## config.mk

```make
export PLATFORM = sky130hd
export DESIGN_NAME = multiCycleCpu
export DESIGN_NICKNAME = d
export VERILOG_FILES = /design/src/design/mipsPkg.sv /design/src/design/instDecoder.sv /design/src/design/executeUnit.sv /design/src/design/regFile.sv /design/src/design/memAligner.sv /design/src/design/cpuSequencer.sv /design/src/design/multiCycleCpu.sv
export SDC_FILE = /design/constraint.sdc
export NUM_CORES = 2
export LEC_CHECK = 0
export BUFFER_PORTS_ARGS = -buffer_cell sky130_fd_sc_hd__buf_2
export CORE_ASPECT_RATIO = 0.9
export CORE_MARGIN = 3
export CORE_UTILIZATION = 45
export DETAILED_ROUTE_END_ITERATION = 10
export GPL_TIMING_DRIVEN = 0
export PLACE_DENSITY = 0.59
export SYNTH_ARGS = -nofsm -noshare
export SYNTH_HDL_FRONTEND = slang
export SYNTH_SLANG_ARGS = --single-unit
```

## constraint.sdc

```tcl
create_clock -name clk -period 25.5 [get_ports clk]
set_clock_uncertainty 0.1 [all_clocks]
set_input_delay 3.825 -clock clk [delete_from_list [all_inputs] [get_ports clk]]
set_output_delay 3.825 -clock clk [all_outputs]
set_load 0.05 [all_outputs]
```

## src/design/mipsPkg.sv

```systemverilog
package mipsPkg;

	typedef logic [31:0] wordT;
	typedef logic [4:0]  regAddrT;

	typedef enum logic [2:0] {
		aluAdd, aluSub, aluAnd, aluOr, aluXor, aluNor, aluSlt, aluSltu
	} aluOpT;

	// encoded like funct[1:0] of the shift instructions
	typedef enum logic [1:0] {
		shSll = 2'b00,
		shSrl = 2'b10,
		shSra = 2'b11
	} shiftOpT;

	typedef enum logic [1:0] {sizeByte, sizeHalf, sizeWord} accessSizeT;
	typedef enum logic [1:0] {srcRs, srcLink, srcZero} aSrcT;
	typedef enum logic [1:0] {srcRt, srcImm, srcStep} bSrcT;
	typedef enum logic [1:0] {immSign, immZero, immUpper} immKindT;
	typedef enum logic [2:0] {brEq, brNe, brLez, brGtz, brLtz, brGez} branchKindT;

	typedef struct packed {
		aluOpT      aluOp;
		shiftOpT    shiftOp;
		aSrcT       aSrc;
		bSrcT       bSrc;
		branchKindT branchKind;
		logic       isLoad;
		logic       isStore;
		logic       isBranch;
		logic       isJump;
		logic       isLink;
		logic       isShift;
		logic       isRegJump;
		logic       isNop;
		logic       regWriteEnable;
		regAddrT    writeReg;
		accessSizeT accessSize;
		logic       loadUnsigned;
		immKindT    immKind;
	} ctrlT;

	typedef struct packed {
		wordT       addr;
		wordT       wdata;
		logic [3:0] strb;
		logic       write;
	} memReqT;

	typedef struct packed {
		logic    wen;
		regAddrT waddr;
		wordT    wdata;
		wordT    pc;
	} retireT;

	localparam logic [5:0] opSpecial = 6'b000000;
	localparam logic [5:0] opRegimm  = 6'b000001;
	localparam logic [5:0] opJ       = 6'b000010;
	localparam logic [5:0] opJal     = 6'b000011;
	localparam logic [5:0] opBeq     = 6'b000100;
	localparam logic [5:0] opBne     = 6'b000101;
	localparam logic [5:0] opBlez    = 6'b000110;
	localparam logic [5:0] opBgtz    = 6'b000111;
	localparam logic [5:0] opAddiu   = 6'b001001;
	localparam logic [5:0] opSlti    = 6'b001010;
	localparam logic [5:0] opSltiu   = 6'b001011;
	localparam logic [5:0] opAndi    = 6'b001100;
	localparam logic [5:0] opOri     = 6'b001101;
	localparam logic [5:0] opXori    = 6'b001110;
	localparam logic [5:0] opLui     = 6'b001111;
	localparam logic [5:0] opLb      = 6'b100000;
	localparam logic [5:0] opLh      = 6'b100001;
	localparam logic [5:0] opLw      = 6'b100011;
	localparam logic [5:0] opLbu     = 6'b100100;
	localparam logic [5:0] opLhu     = 6'b100101;
	localparam logic [5:0] opSb      = 6'b101000;
	localparam logic [5:0] opSh      = 6'b101001;
	localparam logic [5:0] opSw      = 6'b101011;

	localparam logic [5:0] fnSll  = 6'b000000;
	localparam logic [5:0] fnSrl  = 6'b000010;
	localparam logic [5:0] fnSra  = 6'b000011;
	localparam logic [5:0] fnSllv = 6'b000100;
	localparam logic [5:0] fnSrlv = 6'b000110;
	localparam logic [5:0] fnSrav = 6'b000111;
	localparam logic [5:0] fnJr   = 6'b001000;
	localparam logic [5:0] fnJalr = 6'b001001;
	localparam logic [5:0] fnAdd  = 6'b100000;
	localparam logic [5:0] fnAddu = 6'b100001;
	localparam logic [5:0] fnSub  = 6'b100010;
	localparam logic [5:0] fnSubu = 6'b100011;
	localparam logic [5:0] fnAnd  = 6'b100100;
	localparam logic [5:0] fnOr   = 6'b100101;
	localparam logic [5:0] fnXor  = 6'b100110;
	localparam logic [5:0] fnNor  = 6'b100111;
	localparam logic [5:0] fnSlt  = 6'b101010;
	localparam logic [5:0] fnSltu = 6'b101011;

	localparam regAddrT linkReg = 5'd31;
	localparam wordT    pcStep  = 32'd4;

endpackage

```

## src/design/instDecoder.sv

```systemverilog
`timescale 1ns/100ps

module instDecoder import mipsPkg::*; (
	input  wordT instr,
	output ctrlT ctrl
);

	logic [5:0] opcode;
	logic [5:0] funct;
	regAddrT rt;
	regAddrT rd;
	logic known;

	assign opcode = instr[31:26];
	assign funct  = instr[5:0];
	assign rt     = instr[20:16];
	assign rd     = instr[15:11];

	always_comb begin
		ctrl = '0;
		known = 1'b1;
		case (opcode)
			opSpecial: begin
				case (funct)
					fnSll, fnSrl, fnSra, fnSllv, fnSrlv, fnSrav: begin
						ctrl.isShift = 1'b1;
						ctrl.shiftOp = funct[1] ? (funct[0] ? shSra : shSrl) : shSll;
					end
					fnJr: begin
						ctrl.isJump = 1'b1;
						ctrl.isRegJump = 1'b1;
					end
					fnJalr: begin
						ctrl.isJump = 1'b1;
						ctrl.isRegJump = 1'b1;
						ctrl.isLink = 1'b1;
						ctrl.aSrc = srcLink;
						ctrl.bSrc = srcStep;
					end
					fnAdd, fnAddu: ctrl.aluOp = aluAdd;
					fnSub, fnSubu: ctrl.aluOp = aluSub;
					fnAnd: ctrl.aluOp = aluAnd;
					fnOr: ctrl.aluOp = aluOr;
					fnXor: ctrl.aluOp = aluXor;
					fnNor: ctrl.aluOp = aluNor;
					fnSlt: ctrl.aluOp = aluSlt;
					fnSltu: ctrl.aluOp = aluSltu;
					default: known = 1'b0;
				endcase
				// every R-type writes rd, except jr
				ctrl.regWriteEnable = (funct != fnJr);
				ctrl.writeReg = (funct != fnJr) ? rd : '0;
			end
			opRegimm: begin
				// only bltz and bgez, rt selects which
				known = (rt[4:1] == 4'b0000);
				ctrl.isBranch = 1'b1;
				ctrl.branchKind = rt[0] ? brGez : brLtz;
			end
			opJ: ctrl.isJump = 1'b1;
			opJal: begin
				ctrl.isJump = 1'b1;
				ctrl.isLink = 1'b1;
				ctrl.aSrc = srcLink;
				ctrl.bSrc = srcStep;
				ctrl.regWriteEnable = 1'b1;
				ctrl.writeReg = linkReg;
			end
			opBeq, opBne, opBlez, opBgtz: begin
				ctrl.isBranch = 1'b1;
				case (opcode[1:0])
					2'b00: ctrl.branchKind = brEq;
					2'b01: ctrl.branchKind = brNe;
					2'b10: ctrl.branchKind = brLez;
					default: ctrl.branchKind = brGtz;
				endcase
			end
			opAddiu, opSlti, opSltiu, opAndi, opOri, opXori, opLui: begin
				ctrl.bSrc = srcImm;
				ctrl.regWriteEnable = 1'b1;
				ctrl.writeReg = rt;
				case (opcode)
					opSlti: ctrl.aluOp = aluSlt;
					opSltiu: ctrl.aluOp = aluSltu;
					opAndi: ctrl.aluOp = aluAnd;
					opOri: ctrl.aluOp = aluOr;
					opXori: ctrl.aluOp = aluXor;
					default: ctrl.aluOp = aluAdd;
				endcase
				// logical immediates are zero extended
				if (opcode[2]) begin
					ctrl.immKind = immZero;
				end
				if (opcode == opLui) begin
					ctrl.immKind = immUpper;
					ctrl.aSrc = srcZero;
				end
			end
			opLb, opLh, opLw, opLbu, opLhu: begin
				ctrl.isLoad = 1'b1;
				ctrl.bSrc = srcImm;
				ctrl.regWriteEnable = 1'b1;
				ctrl.writeReg = rt;
				ctrl.loadUnsigned = opcode[2];
				ctrl.accessSize = opcode[1] ? sizeWord : (opcode[0] ? sizeHalf : sizeByte);
			end
			opSb, opSh, opSw: begin
				ctrl.isStore = 1'b1;
				ctrl.bSrc = srcImm;
				ctrl.accessSize = opcode[1] ? sizeWord : (opcode[0] ? sizeHalf : sizeByte);
			end
			default: known = 1'b0;
		endcase

		// all-zero word and anything unrecognized become a nop
		if (!known || instr == '0) begin
			ctrl = '0;
			ctrl.isNop = 1'b1;
		end
	end

endmodule

```

## src/design/executeUnit.sv

```systemverilog
`timescale 1ns/100ps

module executeUnit import mipsPkg::*; (
	input  ctrlT ctrl,
	input  wordT instr,
	input  wordT pc,
	input  wordT rsData,
	input  wordT rtData,
	output wordT aluResult,
	output wordT shiftResult,
	output logic branchTaken,
	output wordT nextPc
);

	wordT immExt;
	wordT opA;
	wordT opB;
	wordT seqPc;
	wordT branchTarget;
	wordT jumpTarget;
	logic [4:0] shamt;
	logic condMet;

	assign seqPc = pc + pcStep;

	always_comb begin
		case (ctrl.immKind)
			immZero: immExt = {16'h0000, instr[15:0]};
			immUpper: immExt = {instr[15:0], 16'h0000};
			default: immExt = {{16{instr[15]}}, instr[15:0]};
		endcase
	end

	// links compute pc + 8 as (pc + 4) + 4
	always_comb begin
		case (ctrl.aSrc)
			srcLink: opA = seqPc;
			srcZero: opA = '0;
			default: opA = rsData;
		endcase
		case (ctrl.bSrc)
			srcImm: opB = immExt;
			srcStep: opB = pcStep;
			default: opB = rtData;
		endcase
	end

	always_comb begin
		case (ctrl.aluOp)
			aluSub: aluResult = opA - opB;
			aluAnd: aluResult = opA & opB;
			aluOr: aluResult = opA | opB;
			aluXor: aluResult = opA ^ opB;
			aluNor: aluResult = ~(opA | opB);
			aluSlt: aluResult = {31'b0, $signed(opA) < $signed(opB)};
			aluSltu: aluResult = {31'b0, opA < opB};
			default: aluResult = opA + opB;
		endcase
	end

	// funct[2] marks the variable shifts
	assign shamt = instr[2] ? rsData[4:0] : instr[10:6];

	always_comb begin
		case (ctrl.shiftOp)
			shSrl: shiftResult = rtData >> shamt;
			shSra: shiftResult = $signed(rtData) >>> shamt;
			default: shiftResult = rtData << shamt;
		endcase
	end

	always_comb begin
		case (ctrl.branchKind)
			brEq: condMet = (rsData == rtData);
			brNe: condMet = (rsData != rtData);
			brLez: condMet = rsData[31] | (rsData == '0);
			brGtz: condMet = ~rsData[31] & (rsData != '0);
			brLtz: condMet = rsData[31];
			default: condMet = ~rsData[31];
		endcase
	end

	assign branchTaken  = ctrl.isBranch & condMet;
	assign branchTarget = seqPc + {{14{instr[15]}}, instr[15:0], 2'b00};
	assign jumpTarget   = {seqPc[31:28], instr[25:0], 2'b00};

	assign nextPc = ctrl.isRegJump ? rsData
	              : ctrl.isJump    ? jumpTarget
	              : branchTaken    ? branchTarget
	              :                  seqPc;

endmodule

```

## src/design/regFile.sv

```systemverilog
`timescale 1ns/100ps

module regFile import mipsPkg::*; (
	input  logic    clk,
	input  regAddrT raddr1,
	input  regAddrT raddr2,
	output wordT    rdata1,
	output wordT    rdata2,
	input  logic    wen,
	input  regAddrT waddr,
	input  wordT    wdata
);

	wordT regs [32];

	always_ff @(posedge clk) begin
		if (wen && waddr != '0) begin
			regs[waddr] <= wdata;
		end
	end

	// $0 is never written, so force zero on read
	assign rdata1 = (raddr1 == '0) ? '0 : regs[raddr1];
	assign rdata2 = (raddr2 == '0) ? '0 : regs[raddr2];

endmodule

```

## src/design/memAligner.sv

```systemverilog
`timescale 1ns/100ps

module memAligner import mipsPkg::*; (
	input  ctrlT       ctrl,
	input  wordT       addr,
	input  wordT       storeSrc,
	input  wordT       loadWord,
	output wordT       storeData,
	output logic [3:0] storeStrb,
	output wordT       loadValue
);

	logic [1:0] offset;
	logic [7:0] loadByte;
	logic [15:0] loadHalf;

	assign offset = addr[1:0];

	// store lanes, data replicated so any offset lines up
	always_comb begin
		case (ctrl.accessSize)
			sizeByte: begin
				storeData = {4{storeSrc[7:0]}};
				storeStrb = 4'b0001 << offset;
			end
			sizeHalf: begin
				storeData = {2{storeSrc[15:0]}};
				storeStrb = offset[1] ? 4'b1100 : 4'b0011;
			end
			default: begin
				storeData = storeSrc;
				storeStrb = 4'b1111;
			end
		endcase
	end

	assign loadByte = loadWord[{offset, 3'b000} +: 8];
	assign loadHalf = offset[1] ? loadWord[31:16] : loadWord[15:0];

	always_comb begin
		case (ctrl.accessSize)
			sizeByte: begin
				if (ctrl.loadUnsigned) begin
					loadValue = {24'h000000, loadByte};
				end else begin
					loadValue = {{24{loadByte[7]}}, loadByte};
				end
			end
			sizeHalf: begin
				if (ctrl.loadUnsigned) begin
					loadValue = {16'h0000, loadHalf};
				end else begin
					loadValue = {{16{loadHalf[15]}}, loadHalf};
				end
			end
			default: loadValue = loadWord;
		endcase
	end

endmodule

```

## src/design/cpuSequencer.sv

```systemverilog
`timescale 1ns/100ps

module cpuSequencer import mipsPkg::*; #(
	parameter wordT resetPc = '0
) (
	input  logic       clk,
	input  logic       rst,
	input  ctrlT       ctrl,
	input  wordT       nextPc,
	input  wordT       aluResult,
	input  wordT       shiftResult,
	input  wordT       loadValue,
	input  wordT       storeData,
	input  logic [3:0] storeStrb,
	input  wordT       instrIn,
	input  logic       instValid,
	input  logic       instReqReady,
	input  logic       memReqReady,
	input  logic       readValid,
	input  wordT       readDataIn,
	output wordT       pc,
	output wordT       instr,
	output wordT       loadWord,
	output logic       instReqValid,
	output logic       instReady,
	output memReqT     memReq,
	output logic       memReqValid,
	output logic       readReady,
	output logic       rfWen,
	output regAddrT    rfWaddr,
	output wordT       rfWdata,
	output retireT     retire,
	output logic       retireValid
);

	typedef enum logic [7:0] {
		stFetch     = 8'b00000001,
		stInstWait  = 8'b00000010,
		stDecode    = 8'b00000100,
		stExecute   = 8'b00001000,
		stStore     = 8'b00010000,
		stLoad      = 8'b00100000,
		stReadWait  = 8'b01000000,
		stWriteback = 8'b10000000
	} stateT;

	stateT state;
	stateT stateNext;
	wordT pcReg;
	wordT instrReg;
	wordT readReg;
	logic execRetire;

	// branches, j and jr finish in execute
	assign execRetire = ctrl.isBranch | (ctrl.isJump & ~ctrl.isLink);

	always_ff @(posedge clk) begin
		if (rst) begin
			state <= stFetch;
		end else begin
			state <= stateNext;
		end
	end

	always_comb begin
		stateNext = state;
		case (state)
			stFetch: if (instReqReady) stateNext = stInstWait;
			stInstWait: if (instValid) stateNext = stDecode;
			stDecode: stateNext = ctrl.isNop ? stFetch : stExecute;
			stExecute: begin
				if (execRetire) begin
					stateNext = stFetch;
				end else if (ctrl.isStore) begin
					stateNext = stStore;
				end else if (ctrl.isLoad) begin
					stateNext = stLoad;
				end else begin
					stateNext = stWriteback;
				end
			end
			stStore: if (memReqReady) stateNext = stFetch;
			stLoad: if (memReqReady) stateNext = stReadWait;
			stReadWait: if (readValid) stateNext = stWriteback;
			stWriteback: stateNext = stFetch;
			default: stateNext = stFetch;
		endcase
	end

	always_ff @(posedge clk) begin
		if (rst) begin
			pcReg <= resetPc;
		end else if (retireValid) begin
			pcReg <= nextPc;
		end
	end

	always_ff @(posedge clk) begin
		if (state == stInstWait && instValid) begin
			instrReg <= instrIn;
		end
	end

	always_ff @(posedge clk) begin
		if (state == stReadWait && readValid) begin
			readReg <= readDataIn;
		end
	end

	assign pc       = pcReg;
	assign instr    = instrReg;
	assign loadWord = readReg;

	// first request goes out as soon as reset drops
	assign instReqValid = (state == stFetch) && !rst;
	assign instReady    = (state == stInstWait);
	assign memReqValid  = (state == stStore) || (state == stLoad);
	assign readReady    = (state == stReadWait);

	assign memReq = '{
		addr: {aluResult[31:2], 2'b00},
		wdata: storeData,
		strb: ctrl.isStore ? storeStrb : 4'b0000,
		write: ctrl.isStore
	};

	assign rfWen   = (state == stWriteback) && ctrl.regWriteEnable;
	assign rfWaddr = ctrl.writeReg;
	// link value comes through the ALU as pc + 8
	assign rfWdata = ctrl.isLoad  ? loadValue
	               : ctrl.isShift ? shiftResult
	               :                aluResult;

	assign retireValid = (state == stDecode && ctrl.isNop)
	                  || (state == stExecute && execRetire)
	                  || (state == stStore && memReqReady)
	                  || (state == stWriteback);

	assign retire = '{
		wen: rfWen,
		waddr: rfWen ? rfWaddr : '0,
		wdata: rfWen ? rfWdata : '0,
		pc: pcReg
	};

endmodule

```

## src/design/multiCycleCpu.sv

```systemverilog
`timescale 1ns/100ps

module multiCycleCpu import mipsPkg::*; #(
	parameter wordT resetPc = '0
) (
	input  logic   clk,
	input  logic   rst,

	// fetch request
	output wordT   pc,
	output logic   instReqValid,
	input  logic   instReqReady,

	// instruction response
	input  wordT   instruction,
	input  logic   instValid,
	output logic   instReady,

	// memory request
	output memReqT memReq,
	output logic   memReqValid,
	input  logic   memReqReady,

	// read response
	input  wordT   readData,
	input  logic   readValid,
	output logic   readReady,

	output retireT retire,
	output logic   retireValid
);

	ctrlT ctrl;
	wordT instr;
	wordT rsData;
	wordT rtData;
	wordT aluResult;
	wordT shiftResult;
	wordT nextPc;
	wordT loadWord;
	wordT loadValue;
	wordT storeData;
	logic [3:0] storeStrb;
	logic rfWen;
	regAddrT rfWaddr;
	wordT rfWdata;

	cpuSequencer #(
		.resetPc(resetPc)
	) seq0 (
		.clk(clk),
		.rst(rst),
		.ctrl(ctrl),
		.nextPc(nextPc),
		.aluResult(aluResult),
		.shiftResult(shiftResult),
		.loadValue(loadValue),
		.storeData(storeData),
		.storeStrb(storeStrb),
		.instrIn(instruction),
		.instValid(instValid),
		.instReqReady(instReqReady),
		.memReqReady(memReqReady),
		.readValid(readValid),
		.readDataIn(readData),
		.pc(pc),
		.instr(instr),
		.loadWord(loadWord),
		.instReqValid(instReqValid),
		.instReady(instReady),
		.memReq(memReq),
		.memReqValid(memReqValid),
		.readReady(readReady),
		.rfWen(rfWen),
		.rfWaddr(rfWaddr),
		.rfWdata(rfWdata),
		.retire(retire),
		.retireValid(retireValid)
	);

	instDecoder decoder0 (
		.instr(instr),
		.ctrl(ctrl)
	);

	// rs and rt fields of the held instruction
	regFile regs0 (
		.clk(clk),
		.raddr1(instr[25:21]),
		.raddr2(instr[20:16]),
		.rdata1(rsData),
		.rdata2(rtData),
		.wen(rfWen),
		.waddr(rfWaddr),
		.wdata(rfWdata)
	);

	// branch decision is folded into nextPc
	executeUnit exec0 (
		.ctrl(ctrl),
		.instr(instr),
		.pc(pc),
		.rsData(rsData),
		.rtData(rtData),
		.aluResult(aluResult),
		.shiftResult(shiftResult),
		.branchTaken(),
		.nextPc(nextPc)
	);

	memAligner aligner0 (
		.ctrl(ctrl),
		.addr(aluResult),
		.storeSrc(rtData),
		.loadWord(loadWord),
		.storeData(storeData),
		.storeStrb(storeStrb),
		.loadValue(loadValue)
	);

endmodule

```

======== Word-level counts from Yosys, hierarchy flattened ========
Memories as Yosys holds them, arrays and structs flattened. A register that Yosys moved wholly into a read port is not among the register bits.
Index checks and enable logic that the tools add are counted.
cells by class
  add/sub/neg operators ................... 4
  equal/unequal tests ..................... 77
  bitwise logic cells ..................... 11
  order comparisons ....................... 2
  reductions and logical operators ........ 42
  shift-type cells ........................ 5
  muxes and demuxes ....................... 73
operators by type and width
  operator               count
  $pmux 32 s2            6
  $mux 32                10
  $pmux 32 s7            1
  $eq 6x6->1 const B     18
  $add 32x32->32         2
  $logic_not 32->1       2
  $lt 32x32->1           2
  $mux 8                 8
  $pmux 8 s7             1
  $eq 6x4->1 const B     9
  $eq 6x3->1 const B     7
  $add 32x3->32 const B  1
  $and 32x32->32         1
  $eq 32x32->1           1
  $ne 32x32->1           1
  $not 32->32            1
  $or 32x32->32          1
  $reduce_bool 32->1     1
  $shiftx 32x6->8        1
  $shl 32x5->32          1
  $shr 32x5->32          1
  $sshr 32x5->32         1
  $sub 32x32->32         1
  $xor 32x32->32         1
  other kinds (58)       135
word-level totals
  output and inout port bits .............. 176
  memory bits (writable) .................. 1024
  bits of input ports ..................... 70
  register bits after elaboration ......... 104
  logic and storage cells ................. 219
  memories kept ........................... 1
memory list
  memory      words  width  rd ports  clocked after memory_dff  wr ports  line           RTL
  regs0.regs  32     32     2         2                         1         regFile.sv:14  wordT regs [32];

======== Depth between registers and ports, before layout ========
  word-level depth ........................ 18
  depth in mapped cells ................... 29
  mapped depth without buffers ............ 25

======== Modules after synthesis ========
From an unflattened synthesis, not the netlist that was laid out.
second synthesis, totals
  cells, all modules ...................... 5405
  area total of the unflattened synthesis .. 68020.2 sq um
by module, submodules not included
  module        seq. area each (sq um)  cells an instance  times used  area each (sq um)
  regFile       30749.5                 2471               1           47316.6
  executeUnit   0.0                     2107               1           13088.8
  cpuSequencer  2722.6                  535                1           5642.9
  memAligner    0.0                     176                1           1217.4
  instDecoder   0.0                     116                1           754.5

======== Worst setup path after synthesis ========
No wires, ideal clock.
  kind .................................... reg-to-output
  start ................................... register seq0.instrReg[27] (netlist: seq0.instr[27])
  end ..................................... output retire[46] (netlist bit)
  data required time ...................... 21.575 ns
  setup slack ............................. 11.660 ns
  path buffers ............................ 2
  cell stages (with the launch flop) ...... 23
  arrival time ............................ 9.915 ns
  path through ............................ edfxtp_1 -> clkbuf_1 -> nor2b_1 -> nor4b_1 -> or2_2 -> ha_1 -> clkbuf_1 -> a22oi_1 -> inv_1 -> ha_1 -> fa_1 -> a21oi_1 -> o21bai_1 -> a21oi_1 -> o21ai_0 -> a2111oi_0 -> o31ai_1 -> a211oi_1 -> o21a_1 -> xor2_1 -> o22ai_1 -> nor2_1 -> a2111oi_0
RTL lines
  what                      line                 RTL
  start: declaration        cpuSequencer.sv:50   wordT instrReg;
  start signal: assignment  cpuSequencer.sv:100  instrReg <= instrIn;
  end: declaration          multiCycleCpu.sv:29  output retireT retire,

==> reports/qor.txt <==
FLOW RUN
-------------------------------------------------------------------------------------
Max-Cap Viols                                                                       5

DRT
-------------------------------------------------------------------------------------
Count of routing violations after the opening detailed-route iteration           9213
Via total after detailed routing                                                53407
Number of nets with antenna violations after routing                                0
DRC violations left                                                                 0
Drt wl/cell                                                                   39.4 um
DR pass1 iterations                                                                 6
Total wirelength of the detailed-routed design                              295000 um
Vias per cell                                                                    7.14

STA
-------------------------------------------------------------------------------------
Shortest period the worst path allows                                        16.60 ns
Final Hold Fails                                                                    0
Setup ws final                                                                8.90 ns
RSZ-0062 raised after global routing                                            false
Count of final max-slew check failures                                             57
Relative max-transition margin                                                 -7.79%
Hold Slack                                                                   0.462 ns
Share of the clock period used by the worst path after layout                   65.1%
Total negative setup slack                                                       0 ns
Highest Clock Rate                                                           60.2 MHz
Transition time at the pin with the least slew margin                         1.61 ns
Setup-failing EPs final                                                             0

RUN STATUS
-------------------------------------------------------------------------------------
Status                                                                   finished with violations
Violations in the final reports                                          max-capacitance violations, max-slew violations

FLOORPLANNING
-------------------------------------------------------------------------------------
Die footprint                                                             153000 um^2
Placement Rows                                                                    133
Top-level I/O count                                                               246
Die Y-Extent                                                                   371 um
Area of the core                                                          147000 um^2
Die Wd                                                                         412 um
Starting Density                                                                45.4%

WORST SETUP PATH
-------------------------------------------------------------------------------------
Critical Path End Type                                                    output port
Data required, critical path                                                 21.57 ns
Data arrival, critical path                                                  12.68 ns
Critical path fanouts, max                                                         33
Critical Path Source Type                                                        flop
Startpoint-to-endpoint class of the critical path                          reg -> out

CLOCKING
-------------------------------------------------------------------------------------
Number of buffers inserted to repair setup after CTS                                0
Cts bufs inserted                                                                 117
Root buffer selected by CTS                                              sky130_fd_sc_hd__clkbuf_16
Clock-pin slew of the registers on the worst-case setup and hold paths        0.06 ns
Longest Clk Path Bufs                                                               3
Clock insertion delay at the later pin of the skew report                     0.79 ns
Clock sink count                                                                 1138
Number of buffers inserted by hold repair at cts                                    0
Maximum level of the CTS H-tree                                                     3
TritonCTS clock tree                                                              yes
Resize count post-CTS                                                               0

YOSYS
-------------------------------------------------------------------------------------
Number of enable-type register cells in the synthesized netlist                  1088
Post-synth ARST share                                                              0%
Most area-hungry cell type in the Yosys netlist                          sky130_fd_sc_hd__edfxtp_1
Warnings from Yosys                                                                 0
Total standard cell area after synthesis                                   66600 um^2
Count of unique library cells instantiated by Yosys                                93
Post-synthesis sequential element count                                          1138
Top-area cell type share of the netlist area                                    49.0%
Gate count of the mapped netlist                                                 4909
Leading post-synthesis cells by cell area                                sky130_fd_sc_hd__edfxtp_1 (49%), sky130_fd_sc_hd__mux4_2 (20%), sky130_fd_sc_hd__mux2i_1 (3.2%), sky130_fd_sc_hd__ha_1 (2.5%), sky130_fd_sc_hd__nor2_1 (2.0%)
Most frequently used flop master after synthesis                         sky130_fd_sc_hd__edfxtp_1
Sequential element share of the synthesized area                                50.5%
Avg Synthesized Cell Area                                                   13.6 um^2

GRT
-------------------------------------------------------------------------------------
Pin count of the biggest net entering global routing                               34
Antenna violations before repair                                                   18
Vias in the first global route                                                  49821
Wire length of the first global-routing pass                                403000 um
Overall Global Routing Usage                                                    38.1%
Aggregate global routing overflow                                                   0

FINISH
-------------------------------------------------------------------------------------
Leading cell types in the layout, fill and taps excluded                 sky130_fd_sc_hd__edfxtp_1 (1088), sky130_fd_sc_hd__mux4_2 (579), sky130_fd_sc_hd__nand2_1 (327)
Fin cells                                                                        7484
Final Instance Area                                                        76800 um^2
Layout cells sized above 1                                                      25.7%
Share of the core filled with cells                                             52.4%
Commonest non-fill, non-tap cell in the layout                           sky130_fd_sc_hd__edfxtp_1
Number of nets in the layout                                                     5624
Area added between synthesis and finish                                         15.3%

PLACEMENT
-------------------------------------------------------------------------------------
Number of I/O port buffers                                                        242
Final weighted congestion of routability-driven global placement                 1.02
Area after detailed placement                                              72800 um^2
Cell count after placement                                                       7256
Worst setup slack before clock tree synthesis                                10.39 ns
Post-detailed-placement half-perimeter wirelength                           217000 um

HOLD PATH
-------------------------------------------------------------------------------------
Class of the most critical hold timing path                                reg -> reg

POWER AND IR DROP
-------------------------------------------------------------------------------------
Worst vdd rail ir drop                                                      0.0650 mV
Static power due to leakage                                                   26.6 nW
Total chip power                                                              6.28 mW
Cell area power density                                                  81.7 nW/um^2

## layer usage
layer / global-route usage (%) / wire length, um
met1: 51.6 / 109000
met2: 54.8 / 124000
met3: 13.3 / 43700
met4: 17.7 / 17400
met5: 0.862 / 27
## synth_stat cells (26+ instances only)
cell type and n:
sky130_fd_sc_hd__o22ai_1 91, sky130_fd_sc_hd__buf_2 77, sky130_fd_sc_hd__ha_1 131, sky130_fd_sc_hd__a221oi_1 28, sky130_fd_sc_hd__buf_1 28, sky130_fd_sc_hd__xor2_1 33
sky130_fd_sc_hd__mux2i_1 216, sky130_fd_sc_hd__a2111oi_0 29, sky130_fd_sc_hd__a21oi_1 228, sky130_fd_sc_hd__nand2b_1 30, sky130_fd_sc_hd__nor2_1 354, sky130_fd_sc_hd__nand2_1 327
sky130_fd_sc_hd__dfxtp_1 50, sky130_fd_sc_hd__mux4_2 579, sky130_fd_sc_hd__inv_1 150, sky130_fd_sc_hd__buf_4 61, sky130_fd_sc_hd__a211oi_1 104, sky130_fd_sc_hd__o211ai_1 37
sky130_fd_sc_hd__nor3_1 63, sky130_fd_sc_hd__a31oi_1 30, sky130_fd_sc_hd__nand3_1 55, sky130_fd_sc_hd__o21a_1 26, sky130_fd_sc_hd__a21o_1 39, sky130_fd_sc_hd__edfxtp_1 1088
sky130_fd_sc_hd__clkbuf_1 212, sky130_fd_sc_hd__nor4_1 26, sky130_fd_sc_hd__xnor2_1 69, sky130_fd_sc_hd__o21ai_0 219, sky130_fd_sc_hd__nor2b_1 31
## flip-flops by register name, summed over array words and instances (netlist names), named ones only
| signal | count |
|---|---|
| seq0.loadWord | 32 |
| seq0.state | 8 |
| seq0.pc | 32 |
| seq0.instr | 32 |
| regs0.regs | 1024 |
## final timing paths
check / from / cells past startpoint / slack, ns / end
worst min-delay path: seq0.state[2]$_SDFFE_PP0P_ / 1 / 0.46 / seq0.state[3]$_SDFFE_PP0P_
worst min register to register: seq0.state[2]$_SDFFE_PP0P_ / 1 / 0.46 / seq0.state[3]$_SDFFE_PP0P_
worst max-delay path: seq0.instr[17]$_DFFE_PP_ / 24 / 8.90 / retire[54]
worst max register to register: seq0.instr[17]$_DFFE_PP_ / 22 / 13.11 / regs0.regs[16][31]$_DFFE_PP_
## cell type report
cell class                 instances  area, um^2
antenna                           14        35.0
clock buffer                     141        3020
inverter                         153         574
clock inverter                    71         888
buffer                           393        1920
tap                             1957        2450
timing repair buffer             359        2990
fill                           12294       69800
multi-input combinational       3258       31300
sequential                      1138       33700
## logic make-up (layout without fill, tap and decap cells)
group           Yosys count  after routing  share of synthesized area (%)
flops                  1138           1138                           50.5
compound gates         1123           1123                           11.4
simple gates           1050           1050                           7.29
mux                     815            815                           23.2
buf+inv                 546           1117                           3.74
fa+ha+maj               134            134                           2.55
xor+xnor                102            102                           1.34
other cells               1             48                        0.00563
## power breakdown
group	switching, mW	internal (mW)
logic	1.53	0.593
registers	0.0168	2.35
clock network	0.778	1.01
## critical path, stage by stage (launching register included)
cell and delay [ns]:
sky130_fd_sc_hd__edfxtp_1 0.56, sky130_fd_sc_hd__or4_1 0.81, sky130_fd_sc_hd__nor2_1 1.00, sky130_fd_sc_hd__clkbuf_1 0.92, sky130_fd_sc_hd__clkbuf_1 0.87, sky130_fd_sc_hd__a211oi_1 0.13
sky130_fd_sc_hd__o21ai_1 0.80, sky130_fd_sc_hd__o21ai_0 0.59, sky130_fd_sc_hd__ha_1 0.44, sky130_fd_sc_hd__clkbuf_1 0.29, sky130_fd_sc_hd__inv_1 0.15, sky130_fd_sc_hd__a21oi_1 0.22
sky130_fd_sc_hd__o211ai_1 0.10, sky130_fd_sc_hd__a31oi_1 0.53, sky130_fd_sc_hd__a211oi_1 0.29, sky130_fd_sc_hd__o2111ai_1 0.36, sky130_fd_sc_hd__nor4b_1 0.55, sky130_fd_sc_hd__clkbuf_1 0.49
sky130_fd_sc_hd__o31ai_1 0.14, sky130_fd_sc_hd__a31oi_1 0.75, sky130_fd_sc_hd__clkbuf_1 0.52, sky130_fd_sc_hd__nand2_1 0.12, sky130_fd_sc_hd__o211a_1 0.64, sky130_fd_sc_hd__and2_1 0.37
sky130_fd_sc_hd__buf_2 0.21
Note: power is estimated with default switching activity, not from simulation.
